### src/rtl/s16_params.svh
// System 16A board constants
// region codes of the I/O block, game ids and the CPU clock-enable ratio

`ifndef S16_PARAMS_SVH
`define S16_PARAMS_SVH

// board variant codes
`define S16_GAME_PASSSHT 8'h01

// cpu clock enable, NUM pulses every DEN clocks
`define S16_CEN_NUM 8'd29
`define S16_CEN_DEN 8'd146

// I/O sub-regions, selected by A13..A12
`define S16_IO_PPI 2'd0
`define S16_IO_CAB 2'd1
`define S16_IO_DIP 2'd2

`endif
### src/rtl/s16_pkg.sv
// System 16A bus glue types
// vector widths of the 68000 bus and the board ports, plus PPI port direction

package s16_pkg;

    // 68000 word address, A0 is not on the bus
    typedef logic [23:1] cpu_addr_t;

    typedef logic [15:0] bus_word_t;   // data bus word

    typedef logic [7:0] port_byte_t;   // cabinet or PPI port

    typedef logic [7:0] game_id_t;     // board variant

    // 8255 direction, encoded as in the control word (1 = input)
    typedef enum logic {
        port_out = 1'b0,
        port_in  = 1'b1
    } ppi_dir_t;

endpackage

### src/rtl/s16_main.sv
// System 16A main board bus glue
// connects the outside 68000 bus to the memory map, cabinet I/O,
// 8255 PPI and CPU control blocks

module s16_main (
    input  logic                clk,
    input  logic                rst,
    input  s16_pkg::game_id_t   game_id,
    input  s16_pkg::cpu_addr_t  addr,
    input  logic                as_n,
    input  logic                uds_n,
    input  logic                lds_n,
    input  logic                rnw,
    input  logic [2:0]          fc,
    input  s16_pkg::bus_word_t  wdata,
    output s16_pkg::bus_word_t  rdata,
    output logic                dtack_n,
    output logic                cpu_cen,
    output logic                irq_n,
    output logic                rom_cs,
    output logic                ram_cs,
    output logic                vram_cs,
    output logic [17:1]         rom_addr,
    output logic                uds_wn,
    output logic                lds_wn,
    input  s16_pkg::bus_word_t  rom_data,
    input  s16_pkg::bus_word_t  ram_data,
    input  logic                rom_ok,
    input  logic                ram_ok,
    output logic                char_cs,
    output logic                pal_cs,
    output logic                objram_cs,
    input  s16_pkg::bus_word_t  char_dout,
    input  s16_pkg::bus_word_t  pal_dout,
    input  s16_pkg::bus_word_t  obj_dout,
    input  s16_pkg::port_byte_t joystick1,
    input  s16_pkg::port_byte_t joystick2,
    input  s16_pkg::port_byte_t joystick3,
    input  s16_pkg::port_byte_t joystick4,
    input  logic [3:0]          start_button,
    input  logic [1:0]          coin_input,
    input  logic                service,
    input  logic                dip_test,
    input  s16_pkg::port_byte_t dipsw_a,
    input  s16_pkg::port_byte_t dipsw_b,
    input  logic                vint,
    input  logic                snd_ack,
    output s16_pkg::port_byte_t snd_latch,
    output logic                snd_irqn,
    output logic                flip,
    output logic                video_en,
    output logic                sound_en,
    output logic                colscr_en,
    output logic                rowscr_en
);

    logic                io_cs, ppi_cs, bus_cs, bus_busy;
    s16_pkg::port_byte_t cab_dout, ppi_dout, ppib_dout, ppic_dout, ppic_din;

    assign uds_wn   = rnw | uds_n;
    assign lds_wn   = rnw | lds_n;
    assign rom_addr = addr[17:1];  // 256 kB program ROM

    assign ppic_din = {1'b1, snd_ack, 6'h3f};
    assign flip      = ppib_dout[7];
    assign sound_en  = ~ppib_dout[5];
    assign video_en  = ppib_dout[4];
    assign snd_irqn  = ppic_dout[7];
    assign colscr_en = ~ppic_dout[2];
    assign rowscr_en = ~ppic_dout[1];

    s16_mem_map i_mem_map (
        .clk(clk), .rst(rst), .addr(addr), .as_n(as_n), .uds_n(uds_n), .lds_n(lds_n),
        .rom_data(rom_data), .ram_data(ram_data), .char_dout(char_dout),
        .pal_dout(pal_dout), .obj_dout(obj_dout), .cab_dout(cab_dout),
        .rom_ok(rom_ok), .ram_ok(ram_ok), .rom_cs(rom_cs), .ram_cs(ram_cs),
        .vram_cs(vram_cs), .char_cs(char_cs), .pal_cs(pal_cs), .objram_cs(objram_cs),
        .io_cs(io_cs), .bus_cs(bus_cs), .bus_busy(bus_busy), .rdata(rdata)
    );

    s16_cab_io i_cab_io (
        .clk(clk), .rst(rst), .io_cs(io_cs), .as_n(as_n),
        .addr_io({addr[13:12], addr[2:1]}), .game_id(game_id),
        .joystick1(joystick1), .joystick2(joystick2), .joystick3(joystick3),
        .joystick4(joystick4), .start_button(start_button), .coin_input(coin_input),
        .service(service), .dip_test(dip_test), .dipsw_a(dipsw_a), .dipsw_b(dipsw_b),
        .ppi_dout(ppi_dout), .ppi_cs(ppi_cs), .cab_dout(cab_dout)
    );

    s16_ppi i_ppi (
        .clk(clk), .rst(rst), .cs(ppi_cs), .rnw(rnw), .port_addr(addr[2:1]),
        .din(wdata[7:0]), .portc_din(ppic_din), .dout(ppi_dout),
        .porta_dout(snd_latch), .portb_dout(ppib_dout), .portc_dout(ppic_dout)
    );

    s16_cpu_ctrl i_cpu_ctrl (
        .clk(clk), .rst(rst), .bus_cs(bus_cs), .bus_busy(bus_busy), .as_n(as_n),
        .vint(vint), .fc(fc), .cpu_cen(cpu_cen), .dtack_n(dtack_n), .irq_n(irq_n)
    );

endmodule

### src/rtl/s16_cpu_ctrl.sv
// CPU control
// fractional clock enable, DTACK with ROM/RAM wait states
// and the VBLANK interrupt level

`include "s16_params.svh"

module s16_cpu_ctrl (
    input  logic       clk,
    input  logic       rst,
    input  logic       bus_cs,
    input  logic       bus_busy,
    input  logic       as_n,
    input  logic       vint,
    input  logic [2:0] fc,
    output logic       cpu_cen,
    output logic       dtack_n,
    output logic       irq_n
);

    logic [7:0] acc;
    logic [8:0] acc_sum;
    logic       last_vint;
    logic       inta;     // interrupt acknowledge cycle

    assign acc_sum = {1'b0, acc} + {1'b0, `S16_CEN_NUM};
    assign inta    = &fc & ~as_n;

    always_ff @(posedge clk or posedge rst) begin
        if (rst) begin
            acc     <= 8'd0;
            cpu_cen <= 1'b0;
        end else if (acc_sum >= {1'b0, `S16_CEN_DEN}) begin
            acc     <= 8'(acc_sum - {1'b0, `S16_CEN_DEN});
            cpu_cen <= 1'b1;
        end else begin
            acc     <= acc_sum[7:0];
            cpu_cen <= 1'b0;
        end
    end

    // held low until the master drops AS
    always_ff @(posedge clk or posedge rst) begin
        if (rst)
            dtack_n <= 1'b1;
        else if (as_n)
            dtack_n <= 1'b1;
        else if (bus_cs && !bus_busy)
            dtack_n <= 1'b0;
    end

    always_ff @(posedge clk or posedge rst) begin
        if (rst) begin
            last_vint <= 1'b0;
            irq_n     <= 1'b1;
        end else begin
            last_vint <= vint;
            if (inta)
                irq_n <= 1'b1;
            else if (vint && !last_vint)
                irq_n <= 1'b0;  // VBLANK, level 4
        end
    end

endmodule

### src/rtl/s16_ppi.sv
// 8255 PPI, mode 0 only
// control word, port C bit set/reset and three latched ports

module s16_ppi (
    input  logic                clk,
    input  logic                rst,
    input  logic                cs,
    input  logic                rnw,
    input  logic [1:0]          port_addr,
    input  s16_pkg::port_byte_t din,
    input  s16_pkg::port_byte_t portc_din,
    output s16_pkg::port_byte_t dout,
    output s16_pkg::port_byte_t porta_dout,
    output s16_pkg::port_byte_t portb_dout,
    output s16_pkg::port_byte_t portc_dout
);

    s16_pkg::ppi_dir_t   dir_a, dir_b, dir_ch, dir_cl;
    s16_pkg::port_byte_t latch_a, latch_b, latch_c;

    always_ff @(posedge clk or posedge rst) begin
        if (rst) begin
            dir_a   <= s16_pkg::port_in;
            dir_b   <= s16_pkg::port_in;
            dir_ch  <= s16_pkg::port_in;
            dir_cl  <= s16_pkg::port_in;
            latch_a <= 8'h00;
            latch_b <= 8'h00;
            latch_c <= 8'h00;
        end else if (cs && !rnw) begin
            case (port_addr)
                2'd0: latch_a <= din;
                2'd1: latch_b <= din;
                2'd2: latch_c <= din;
                default: begin
                    if (din[7]) begin  // mode set, latches cleared
                        dir_a   <= s16_pkg::ppi_dir_t'(din[4]);
                        dir_ch  <= s16_pkg::ppi_dir_t'(din[3]);
                        dir_b   <= s16_pkg::ppi_dir_t'(din[1]);
                        dir_cl  <= s16_pkg::ppi_dir_t'(din[0]);
                        latch_a <= 8'h00;
                        latch_b <= 8'h00;
                        latch_c <= 8'h00;
                    end else begin
                        latch_c[din[3:1]] <= din[0];  // bit set/reset
                    end
                end
            endcase
        end
    end

    // input pins float high on the board side
    assign porta_dout = dir_a == s16_pkg::port_in ? 8'hff : latch_a;
    assign portb_dout = dir_b == s16_pkg::port_in ? 8'hff : latch_b;
    assign portc_dout[7:4] = dir_ch == s16_pkg::port_in ? 4'hf : latch_c[7:4];
    assign portc_dout[3:0] = dir_cl == s16_pkg::port_in ? 4'hf : latch_c[3:0];

    always_comb begin
        case (port_addr)
            2'd0: dout = dir_a == s16_pkg::port_out ? latch_a : 8'hff;  // no A pins
            2'd1: dout = dir_b == s16_pkg::port_out ? latch_b : 8'hff;
            2'd2: begin
                dout[7:4] = dir_ch == s16_pkg::port_out ? latch_c[7:4] : portc_din[7:4];
                dout[3:0] = dir_cl == s16_pkg::port_out ? latch_c[3:0] : portc_din[3:0];
            end
            default: dout = 8'hff;
        endcase
    end

endmodule

### src/rtl/s16_cab_io.sv
// Cabinet I/O block
// input ports, DIP switches and PPI access inside the I/O region,
// with the four-player port counter of Passing Shot

`include "s16_params.svh"

module s16_cab_io (
    input  logic                clk,
    input  logic                rst,
    input  logic                io_cs,
    input  logic                as_n,
    input  logic [3:0]          addr_io,     // A13..A12, A2..A1
    input  s16_pkg::game_id_t   game_id,
    input  s16_pkg::port_byte_t joystick1,
    input  s16_pkg::port_byte_t joystick2,
    input  s16_pkg::port_byte_t joystick3,
    input  s16_pkg::port_byte_t joystick4,
    input  logic [3:0]          start_button,
    input  logic [1:0]          coin_input,
    input  logic                service,
    input  logic                dip_test,
    input  s16_pkg::port_byte_t dipsw_a,
    input  s16_pkg::port_byte_t dipsw_b,
    input  s16_pkg::port_byte_t ppi_dout,
    output logic                ppi_cs,
    output s16_pkg::port_byte_t cab_dout
);

    logic       passsht;
    logic       io_seen;   // current bus cycle already hit the I/O region
    logic       io_new;
    logic [1:0] port_cnt;
    logic [1:0] cnt_sel;   // count shown during this access

    function automatic s16_pkg::port_byte_t sort_joy(input s16_pkg::port_byte_t j);
        return {j[1:0], j[3:2], j[7], j[5:4], j[6]};
    endfunction

    function automatic s16_pkg::port_byte_t pass_joy(input s16_pkg::port_byte_t j);
        return {j[7:4], j[1:0], j[3:2]};
    endfunction

    assign passsht = game_id == `S16_GAME_PASSSHT;
    assign io_new  = io_cs & ~io_seen;
    assign cnt_sel = io_seen ? port_cnt : port_cnt + 2'd1;  // stable across the access

    always_ff @(posedge clk or posedge rst) begin
        if (rst) begin
            io_seen  <= 1'b0;
            port_cnt <= 2'd0;
            ppi_cs   <= 1'b0;
        end else begin
            if (as_n)
                io_seen <= 1'b0;
            else if (io_cs)
                io_seen <= 1'b1;
            ppi_cs <= io_new && addr_io[3:2] == `S16_IO_PPI;  // one pulse per access
            if (io_new && addr_io[3:2] == `S16_IO_CAB) begin
                if (addr_io[1:0] == 2'd0)
                    port_cnt <= 2'd0;
                else if (addr_io[1:0] == 2'd1 && passsht)
                    port_cnt <= port_cnt + 2'd1;
            end
        end
    end

    always_comb begin
        cab_dout = 8'hff;
        if (io_cs) begin
            case (addr_io[3:2])
                `S16_IO_PPI: cab_dout = ppi_dout;
                `S16_IO_CAB: begin
                    case (addr_io[1:0])
                        2'd0: begin
                            cab_dout = {2'b11, start_button[1:0], service, dip_test,
                                        coin_input};
                            if (passsht)
                                cab_dout[7:6] = start_button[3:2];
                        end
                        2'd1: begin
                            if (!passsht)
                                cab_dout = sort_joy(joystick1);
                            else case (cnt_sel)
                                2'd1: cab_dout = pass_joy(joystick1);
                                2'd2: cab_dout = pass_joy(joystick2);
                                2'd3: cab_dout = pass_joy(joystick3);
                                default: cab_dout = pass_joy(joystick4);
                            endcase
                        end
                        2'd3: cab_dout = sort_joy(joystick2);
                        default: cab_dout = 8'hff;
                    endcase
                end
                `S16_IO_DIP: cab_dout = addr_io[0] ? dipsw_b : dipsw_a;
                default: cab_dout = 8'hff;
            endcase
        end
    end

endmodule

### src/rtl/s16_mem_map.sv
// System 16A memory map
// registered chip selects from the 68000 address and the read data mux

module s16_mem_map (
    input  logic               clk,
    input  logic               rst,
    input  s16_pkg::cpu_addr_t addr,
    input  logic               as_n,
    input  logic               uds_n,
    input  logic               lds_n,
    input  s16_pkg::bus_word_t rom_data,
    input  s16_pkg::bus_word_t ram_data,
    input  s16_pkg::bus_word_t char_dout,
    input  s16_pkg::bus_word_t pal_dout,
    input  s16_pkg::bus_word_t obj_dout,
    input  s16_pkg::port_byte_t cab_dout,
    input  logic               rom_ok,
    input  logic               ram_ok,
    output logic               rom_cs,
    output logic               ram_cs,
    output logic               vram_cs,
    output logic               char_cs,
    output logic               pal_cs,
    output logic               objram_cs,
    output logic               io_cs,
    output logic               bus_cs,
    output logic               bus_busy,
    output s16_pkg::bus_word_t rdata
);

    logic bus_n;  // low when a data strobe is active inside the cycle

    assign bus_n = as_n | (uds_n & lds_n);

    always_ff @(posedge clk or posedge rst) begin
        if (rst) begin
            rom_cs    <= 1'b0;
            ram_cs    <= 1'b0;
            vram_cs   <= 1'b0;
            char_cs   <= 1'b0;
            pal_cs    <= 1'b0;
            objram_cs <= 1'b0;
            io_cs     <= 1'b0;
        end else if (!as_n) begin
            rom_cs    <= addr[23:22] == 2'd0 && !addr[18];      // 00-03
            char_cs   <= addr[22] && addr[18:16] == 3'd1;       // 41
            objram_cs <= addr[23:22] == 2'd1 && addr[18];       // 44
            pal_cs    <= addr[23:22] == 2'd2 && addr[18];       // 84
            io_cs     <= addr[23:22] == 2'd3 && addr[18:17] == 2'd2;  // c4
            // strobe qualified so a read-modify-write gives a fresh request
            vram_cs   <= !bus_n && addr[22] && addr[18:16] == 3'd0;   // 40
            ram_cs    <= !bus_n && addr[23:22] == 2'd3 && addr[18:16] == 3'd7;
        end else begin
            rom_cs    <= 1'b0;
            ram_cs    <= 1'b0;
            vram_cs   <= 1'b0;
            char_cs   <= 1'b0;
            pal_cs    <= 1'b0;
            objram_cs <= 1'b0;
            io_cs     <= 1'b0;
        end
    end

    assign bus_cs   = rom_cs | ram_cs | vram_cs | char_cs | pal_cs | objram_cs | io_cs;
    assign bus_busy = (rom_cs & ~rom_ok) | ((ram_cs | vram_cs) & ~ram_ok);

    // read mux, one cycle behind the selects
    always_ff @(posedge clk or posedge rst) begin
        if (rst) begin
            rdata <= 16'hffff;
        end else if (ram_cs || vram_cs) begin
            rdata <= ram_data;
        end else if (rom_cs) begin
            rdata <= rom_data;
        end else if (char_cs) begin
            rdata <= char_dout;
        end else if (pal_cs) begin
            rdata <= pal_dout;
        end else if (objram_cs) begin
            rdata <= obj_dout;
        end else if (io_cs) begin
            rdata <= {8'hff, cab_dout};  // cabinet ports are byte wide
        end else begin
            rdata <= 16'hffff;
        end
    end

endmodule

### config.mk
export PLATFORM = sky130hd
export DESIGN_NAME = s16_main
export DESIGN_NICKNAME = d
export VERILOG_FILES = /design/src/rtl/s16_pkg.sv /design/src/rtl/s16_main.sv /design/src/rtl/s16_cpu_ctrl.sv /design/src/rtl/s16_ppi.sv /design/src/rtl/s16_cab_io.sv /design/src/rtl/s16_mem_map.sv
export VERILOG_INCLUDE_DIRS = /design/src /design/src/rtl
export SDC_FILE = /design/constraint.sdc
export NUM_CORES = 1
export LEC_CHECK = 0
export BUFFER_PORTS_ARGS = -buffer_cell sky130_fd_sc_hd__buf_2
export CAP_MARGIN = 20
export CELL_PAD_IN_SITES_DETAIL_PLACEMENT = 0
export CELL_PAD_IN_SITES_GLOBAL_PLACEMENT = 1
export CORE_UTILIZATION = 30
export DETAILED_ROUTE_END_ITERATION = 16
export PLACE_DENSITY = 0.77
export SETUP_SLACK_MARGIN = 0.4
export SYNTH_ARGS = -nofsm -noshare
export SYNTH_HDL_FRONTEND = slang
export SYNTH_SLANG_ARGS = --single-unit
### constraint.sdc
create_clock -name clk -period 4.28 [get_ports clk]
set_input_delay 0.856 -clock clk [delete_from_list [all_inputs] [get_ports clk]]
set_output_delay 0.856 -clock clk [all_outputs]
set_load 0.03 [all_outputs]
* Word level (Yosys, flattened, before mapping)
Index checks and enable logic that the tools add are counted.
** Word-level totals
- Register bits :: 67
- Input bits :: 196
- Output and inout port bits :: 58
- Logic and storage cells :: 157
** Operators by class
- Add/sub/neg operators :: 3
- Order comparisons :: 3
- Equality and inequality tests :: 15
- Multiplexer cells :: 44
- Bitwise logic cells :: 27
- Reduce and logical (&&, ||, !) cells :: 42
** Operators by type and width (count)
- one-hot mux 8 bit (3 select lines) :: 4
- 2-to-1 mux 16 bit :: 5
- 2-to-1 mux 8 bit :: 8
- one-hot mux 8 bit (2 select lines) :: 3
- equality test 2 bit (second input constant) :: 8
- logical AND 1 bit :: 16
- 2-to-1 mux 1 bit :: 15
- 2-to-1 mux 4 bit :: 3
- AND reduction 3 bit :: 4
- nonzero test 2 bit :: 6
- inverter 1 bit :: 11
- OR 1 bit :: 11
- adder 8 x 5 -> 9 bit (second input constant) :: 1
- >= comparator 9 x 8 -> 1 bit (second input constant) :: 1
- bitwise mux 8 bit :: 1
- equality test 2 x 1 -> 1 bit (second input constant) :: 4
- equality test 8 x 1 -> 1 bit (second input constant) :: 1
- 2-to-1 mux 2 bit :: 4
- subtractor 8 bit (second input constant) :: 1
- zero test 2 bit :: 3
- OR reduction 2 bit :: 3
- AND 1 bit :: 5
- zero test 1 bit :: 5
- less-than comparator 3 x 4 -> 1 bit (second input constant) :: 1
- other kinds (9) :: 10

* Depth between registers and ports, before layout
- Depth in word-level cells :: 13
- Gate-level depth with buffers :: 10
- Mapped depth without buffers :: 9

* Hierarchy
Synthesis repeated with hierarchy kept, for this count alone.
** Unflattened totals
- Cells, all modules :: 634
- Area total of the unflattened synthesis :: 5641.7 um^2
** Modules (own cells, without submodules)
- s16_ppi :: instances 1, cells each 217, area an instance 1960.6 um^2, seq. area each 705.7 um^2
- s16_mem_map :: instances 1, cells each 145, area an instance 1520.2 um^2, seq. area each 595.6 um^2
- s16_cab_io :: instances 1, cells each 150, area an instance 1079.8 um^2, seq. area each 100.1 um^2
- s16_cpu_ctrl :: instances 1, cells each 99, area an instance 925.9 um^2, seq. area each 302.8 um^2
- s16_main :: instances 1, cells each 23, area an instance 155.1 um^2, seq. area each 0.0 um^2

* Worst setup path after synthesis
No wires, ideal clock.
- Kind :: input-to-reg
- From :: in addr[0]
- To :: reg i_ppi.latch_b[4]
- Setup time :: 0.083 ns
- Arrival :: 2.833 ns
- Required time :: 4.197 ns
- Path slack :: 1.364 ns
- Stages :: 8
- Buffers on the path :: 3
- Cells stage by stage :: clkbuf_1 -> inv_1 -> ha_1 -> clkbuf_1 -> nor4_1 -> clkbuf_1 -> nand3_1 -> o21ai_0
** Between the ends
- Word-level cells in the longest chain between the ends :: 4
- Elaborated cells between the ends (all ways) :: 8
- Classes of those cells :: 2 x eq/ne; 1 x mux; 1 x bitwise; 4 x reduce/logical
** Ends and longest elaborated chain
- start: declaration :: RTL line s16_main.sv:9 : input s16_pkg::cpu_addr_t addr,
- equality test 2 bit / zero test 2 bit (equally long branches) :: RTL line s16_ppi.sv:31 : case (port_addr)
- OR reduction 2 bit (no source line)
- inverter 1 bit (no source line)
- AND reduction 3 bit (no source line)
- end signal: assignment :: RTL line s16_ppi.sv:33 : 2'd1: latch_b <= din;
- end: declaration :: RTL line s16_ppi.sv:19 : s16_pkg::port_byte_t latch_a, latch_b, latch_c;
Several ways; a longest one is shown, not always the timed one.
A chain may end at the register's enable or synchronous reset.

* Worst setup path in the final report
- From :: in addr[0]
- To :: reg i_mem_map.rdata[7]
** Between the ends
- Word-level cells in the longest chain between the ends :: 9
- Elaborated cells between the ends (all ways) :: 14
- Classes of those cells :: 3 x eq/ne; 10 x mux; 1 x reduce/logical
** Ends and longest elaborated chain
- equality test 2 bit, or another cell as far along :: RTL line s16_cab_io.sv:73 : case (addr_io[1:0])
- one-hot mux 8 bit (3 select lines), on equally long branches :: RTL line s16_cab_io.sv:73, s16_ppi.sv:59
- one-hot mux 8 bit (3 select lines) (*) :: RTL line s16_cab_io.sv:70 : case (addr_io[3:2])
- 2-to-1 mux 8 bit (*) :: RTL line s16_mem_map.sv:81 : end else if (io_cs) begin
- 2-to-1 mux 16 bit (*) :: RTL line s16_mem_map.sv:79 : end else if (objram_cs) begin
- 2-to-1 mux 16 bit (*) :: RTL line s16_mem_map.sv:77 : end else if (pal_cs) begin
- 2-to-1 mux 16 bit (*) :: RTL line s16_mem_map.sv:75 : end else if (char_cs) begin
- 2-to-1 mux 16 bit (*) :: RTL line s16_mem_map.sv:73 : end else if (rom_cs) begin
- 2-to-1 mux 16 bit (*) :: RTL line s16_mem_map.sv:71 : end else if (ram_cs || vram_cs) begin
- end signal: assignment :: RTL line s16_mem_map.sv:72 : rdata <= ram_data;
- end signal: assignment :: RTL line s16_mem_map.sv:74 : rdata <= rom_data;
- end signal: assignment :: RTL line s16_mem_map.sv:76 : rdata <= char_dout;
- end: declaration :: RTL line s16_mem_map.sv:28 : output s16_pkg::bus_word_t rdata
Mark *: on every way between the ends. The rest lies on a longest branch, timed or not.

==> impl_results.md <==
- Final Non-Filler Cells: 1018
- Syn Std Cell Area: 0.00503 sq mm
- Ant. Diodes: 0
- Power density over cell area: 278 mW/mm^2
- Setup TNS: 0 ns
- Total grt overflow: 0
- Site row count: 46
- Mapped Avg Cell Area: 8.14 sq um
- Kind of critical path: input port to flip-flop
- I/O Buffers: 220
- Area taken by multi-input logic gates: 0.00292 sq mm
- Die area: 0.0173 sq mm
- Die H: 131 um
- Fillers: 1724
- Die W: 131 um
- Layout Area Growth over Synthesis: 28.3%
- Finish-stage setup viols: 0
- Postcts setup bufs: 0
- Peak VDD IR: 0.207 mV
- Layout cell share with drive strength beyond 1: 0.378
- Period utilization: 0.637
- Worst slack on hold paths: 0.458 ns
- Final instance area: 0.00645 sq mm
- Reg clk slew, reported paths: 0.06 ns
- Pin count of the biggest net entering global routing: 35
- CTS tree: built
- Pre-CTS setup slack: 0.985 ns
- Startpoint types: input port
- Critical Path Fanout Max: 19
- Hold WC Path Type: flip-flop to flip-flop
- Static Leak: 3.02 nW
- Initial Utilization: 0.312
- Drt wl/cell: 17.9 um
- Crit path time final: 2.73 ns
- Arrival @ worst endpoint: 2.97 ns
- Final core occ: 0.400
- Sequential fraction of the synthesis area: 0.339
- Final Hold Viols: 0
- Clock skew: 0.00750 ns
- Hold Buf Count CTS: 0
- CP Capture Type: flip-flop
- Clk Latency, worst-skew pair: 0.34 ns
- Max Cap Violations: 0
- Asr flop ratio synth: 1.00
- Max Root-Sink Buffers: 2
- Total number of vias: 5383
- DPL Wire Length: 14.1 mm
- Drt via density: 5.29
- Placed cell areas: 0.00614 sq mm
- Final worst slack: 1.55 ns
- Placer congestion estimate: 0.858
- Drt first pass iters: 4
- Placed Cells: 1001
- CTS buffer count: 9
- Actual slew at the worst max-slew pin: 0.922 ns
- Core box area: 0.0161 sq mm
- Yosys warning count: 0
- RSZ-0062 raised after global routing: no
- Pins Over Slew Limit: 0
- Vias in the first global route: 5105
- Slew HR: 0.381
- Cells after synthesis: 618
- DRT Wirelength: 18.2 mm
- Main synth FF type: dfrtp_1
- Htree depth: 3
- IO Pins: 254
- Post-CTS sizing: 0
- DRC viols: 0
- CTS Sinks: 67
- WP data required: 4.52 ns
- Initial DRC Count: 337
- Final nets: 1001
- Cell variety after synth: 66
- Initial antenna violation count: 0
- Status: finished, final reports clean
- Most frequent cells in the layout: buf_2, nand2_1, o21ai_0
- Most common cell after layout, fill and taps aside: buf_2
- First-pass GRT wire length: 28.1 mm
- Seq cells post-synth: 67
- GRT Util Overall: 0.209
- Number of synthesized flops with an enable pin: 0
- Register area: 0.00170 sq mm
- Root Buffer: clkbuf_16
- Syn nets: 822
- FMAX: 0.367 GHz
- Post-DRT Antenna Nets: 0
- Final Total Pwr: 1.80 mW
[layer usage]
layer  global-route usage  share of wire  vias to the layer above
met2                0.347           0.48                      191
met5                    0              0                        -
li1                     -              -                     2634
met1                0.273           0.44                     2541
met3               0.0463          0.065                       17
met4               0.0530          0.013                        0
[cell usage after synthesis, types with 4 or more instances]
cell        n  share of area
nand4b_1    6          0.010
o21ai_0    67          0.067
dfrtp_1    45           0.22
ha_1        8          0.020
dfstp_2    22           0.11
nor4_1      4         0.0050
a21boi_0    4         0.0060
buf_4      17          0.025
o221ai_1   10          0.017
a22oi_1    12          0.018
nor3b_1     5         0.0075
nand2b_1    6         0.0075
or2_2      15          0.019
o211ai_1    5         0.0075
a221o_1     6          0.012
o22ai_1     7         0.0087
mux2i_1    10          0.020
inv_1      26          0.019
mux2_2     14          0.031
a221oi_1   10          0.017
nand3_1    25          0.025
nor2_1     37          0.028
a21oi_1    30          0.030
a22o_1      6          0.010
a2111oi_0   4         0.0070
a31oi_1    14          0.017
nand2_1    74          0.055
nand3b_1    6         0.0090
clkbuf_1   36          0.027
and2_1      4         0.0050
a21o_1      5         0.0075
xnor2_1     4         0.0070
nor2b_1     6         0.0075
nor3_1     10          0.010
[area by class of cell]
class | instances | share of cell area
inverters | 26 | 0.0151
flip-flops and latches | 67 | 0.264
repair buffers | 227 | 0.180
multi-input cells | 466 | 0.453
clock inverters | 6 | 0.0105
clock buffers | 10 | 0.0355
well taps | 216 | 0.0419
[flip-flops by register name, summed over array words and instances (netlist names), 2 cells and up]
name,cells
i_ppi.latch_b,8
i_ppi.latch_a,8
i_ppi.latch_c,8
i_mem_map.rdata,16
i_cpu_ctrl.acc,8
i_cab_io.port_cnt,2
[final timing paths]
kind	cells past startpoint	slack, ns	endpoint	from
worst min-delay path	2	0.46	i_ppi.latch_a[6]$_DFFE_PP0P_	i_ppi.latch_a[6]$_DFFE_PP0P_
worst max-delay path	9	1.55	i_mem_map.rdata[7]$_DFF_PP1_	addr[0]
worst min register to register	2	0.46	i_ppi.latch_a[6]$_DFFE_PP0P_	i_ppi.latch_a[6]$_DFFE_PP0P_
max in group asynchronous	3	2.63	i_ppi.dir_b$_DFFE_PP1P_	rst
min in group asynchronous	2	0.67	i_cpu_ctrl.last_vint$_DFF_PP0_	rst
worst max register to register	9	1.56	i_cpu_ctrl.acc[2]$_DFF_PP0_	i_cpu_ctrl.acc[1]$_DFF_PP0_
[report_power, final]
group	leakage (nW)	internal [mW]	total (mW)	switching (mW)
Combinational	2.10	0.146	0.362	0.216
Sequential	0.783	0.673	0.692	0.0190
Clock	0.139	0.452	0.742	0.290
[worst max-delay path, stage by stage]
cell     delay (ns)
buf_2          0.21
inv_1          0.14
ha_1           0.61
o21ai_0        0.32
nand4_1        0.16
a21oi_1        0.08
a31oi_1        0.21
nor2_1         0.11
o32ai_1        0.27
[cells by family (layout without fill, tap and decap cells)]
| group | count (synthesis) | after routing | share of synthesized area |
|---|---|---|---|
| xor+xnor | 6 | 6 | 0.0105 |
| mux | 24 | 24 | 0.0513 |
| fa+ha+maj | 8 | 8 | 0.0199 |
| flops | 67 | 67 | 0.339 |
| simple gates | 218 | 218 | 0.219 |
| buf+inv | 85 | 269 | 0.0799 |
| compound gates | 210 | 210 | 0.281 |
(Power assumes the default switching activity.)
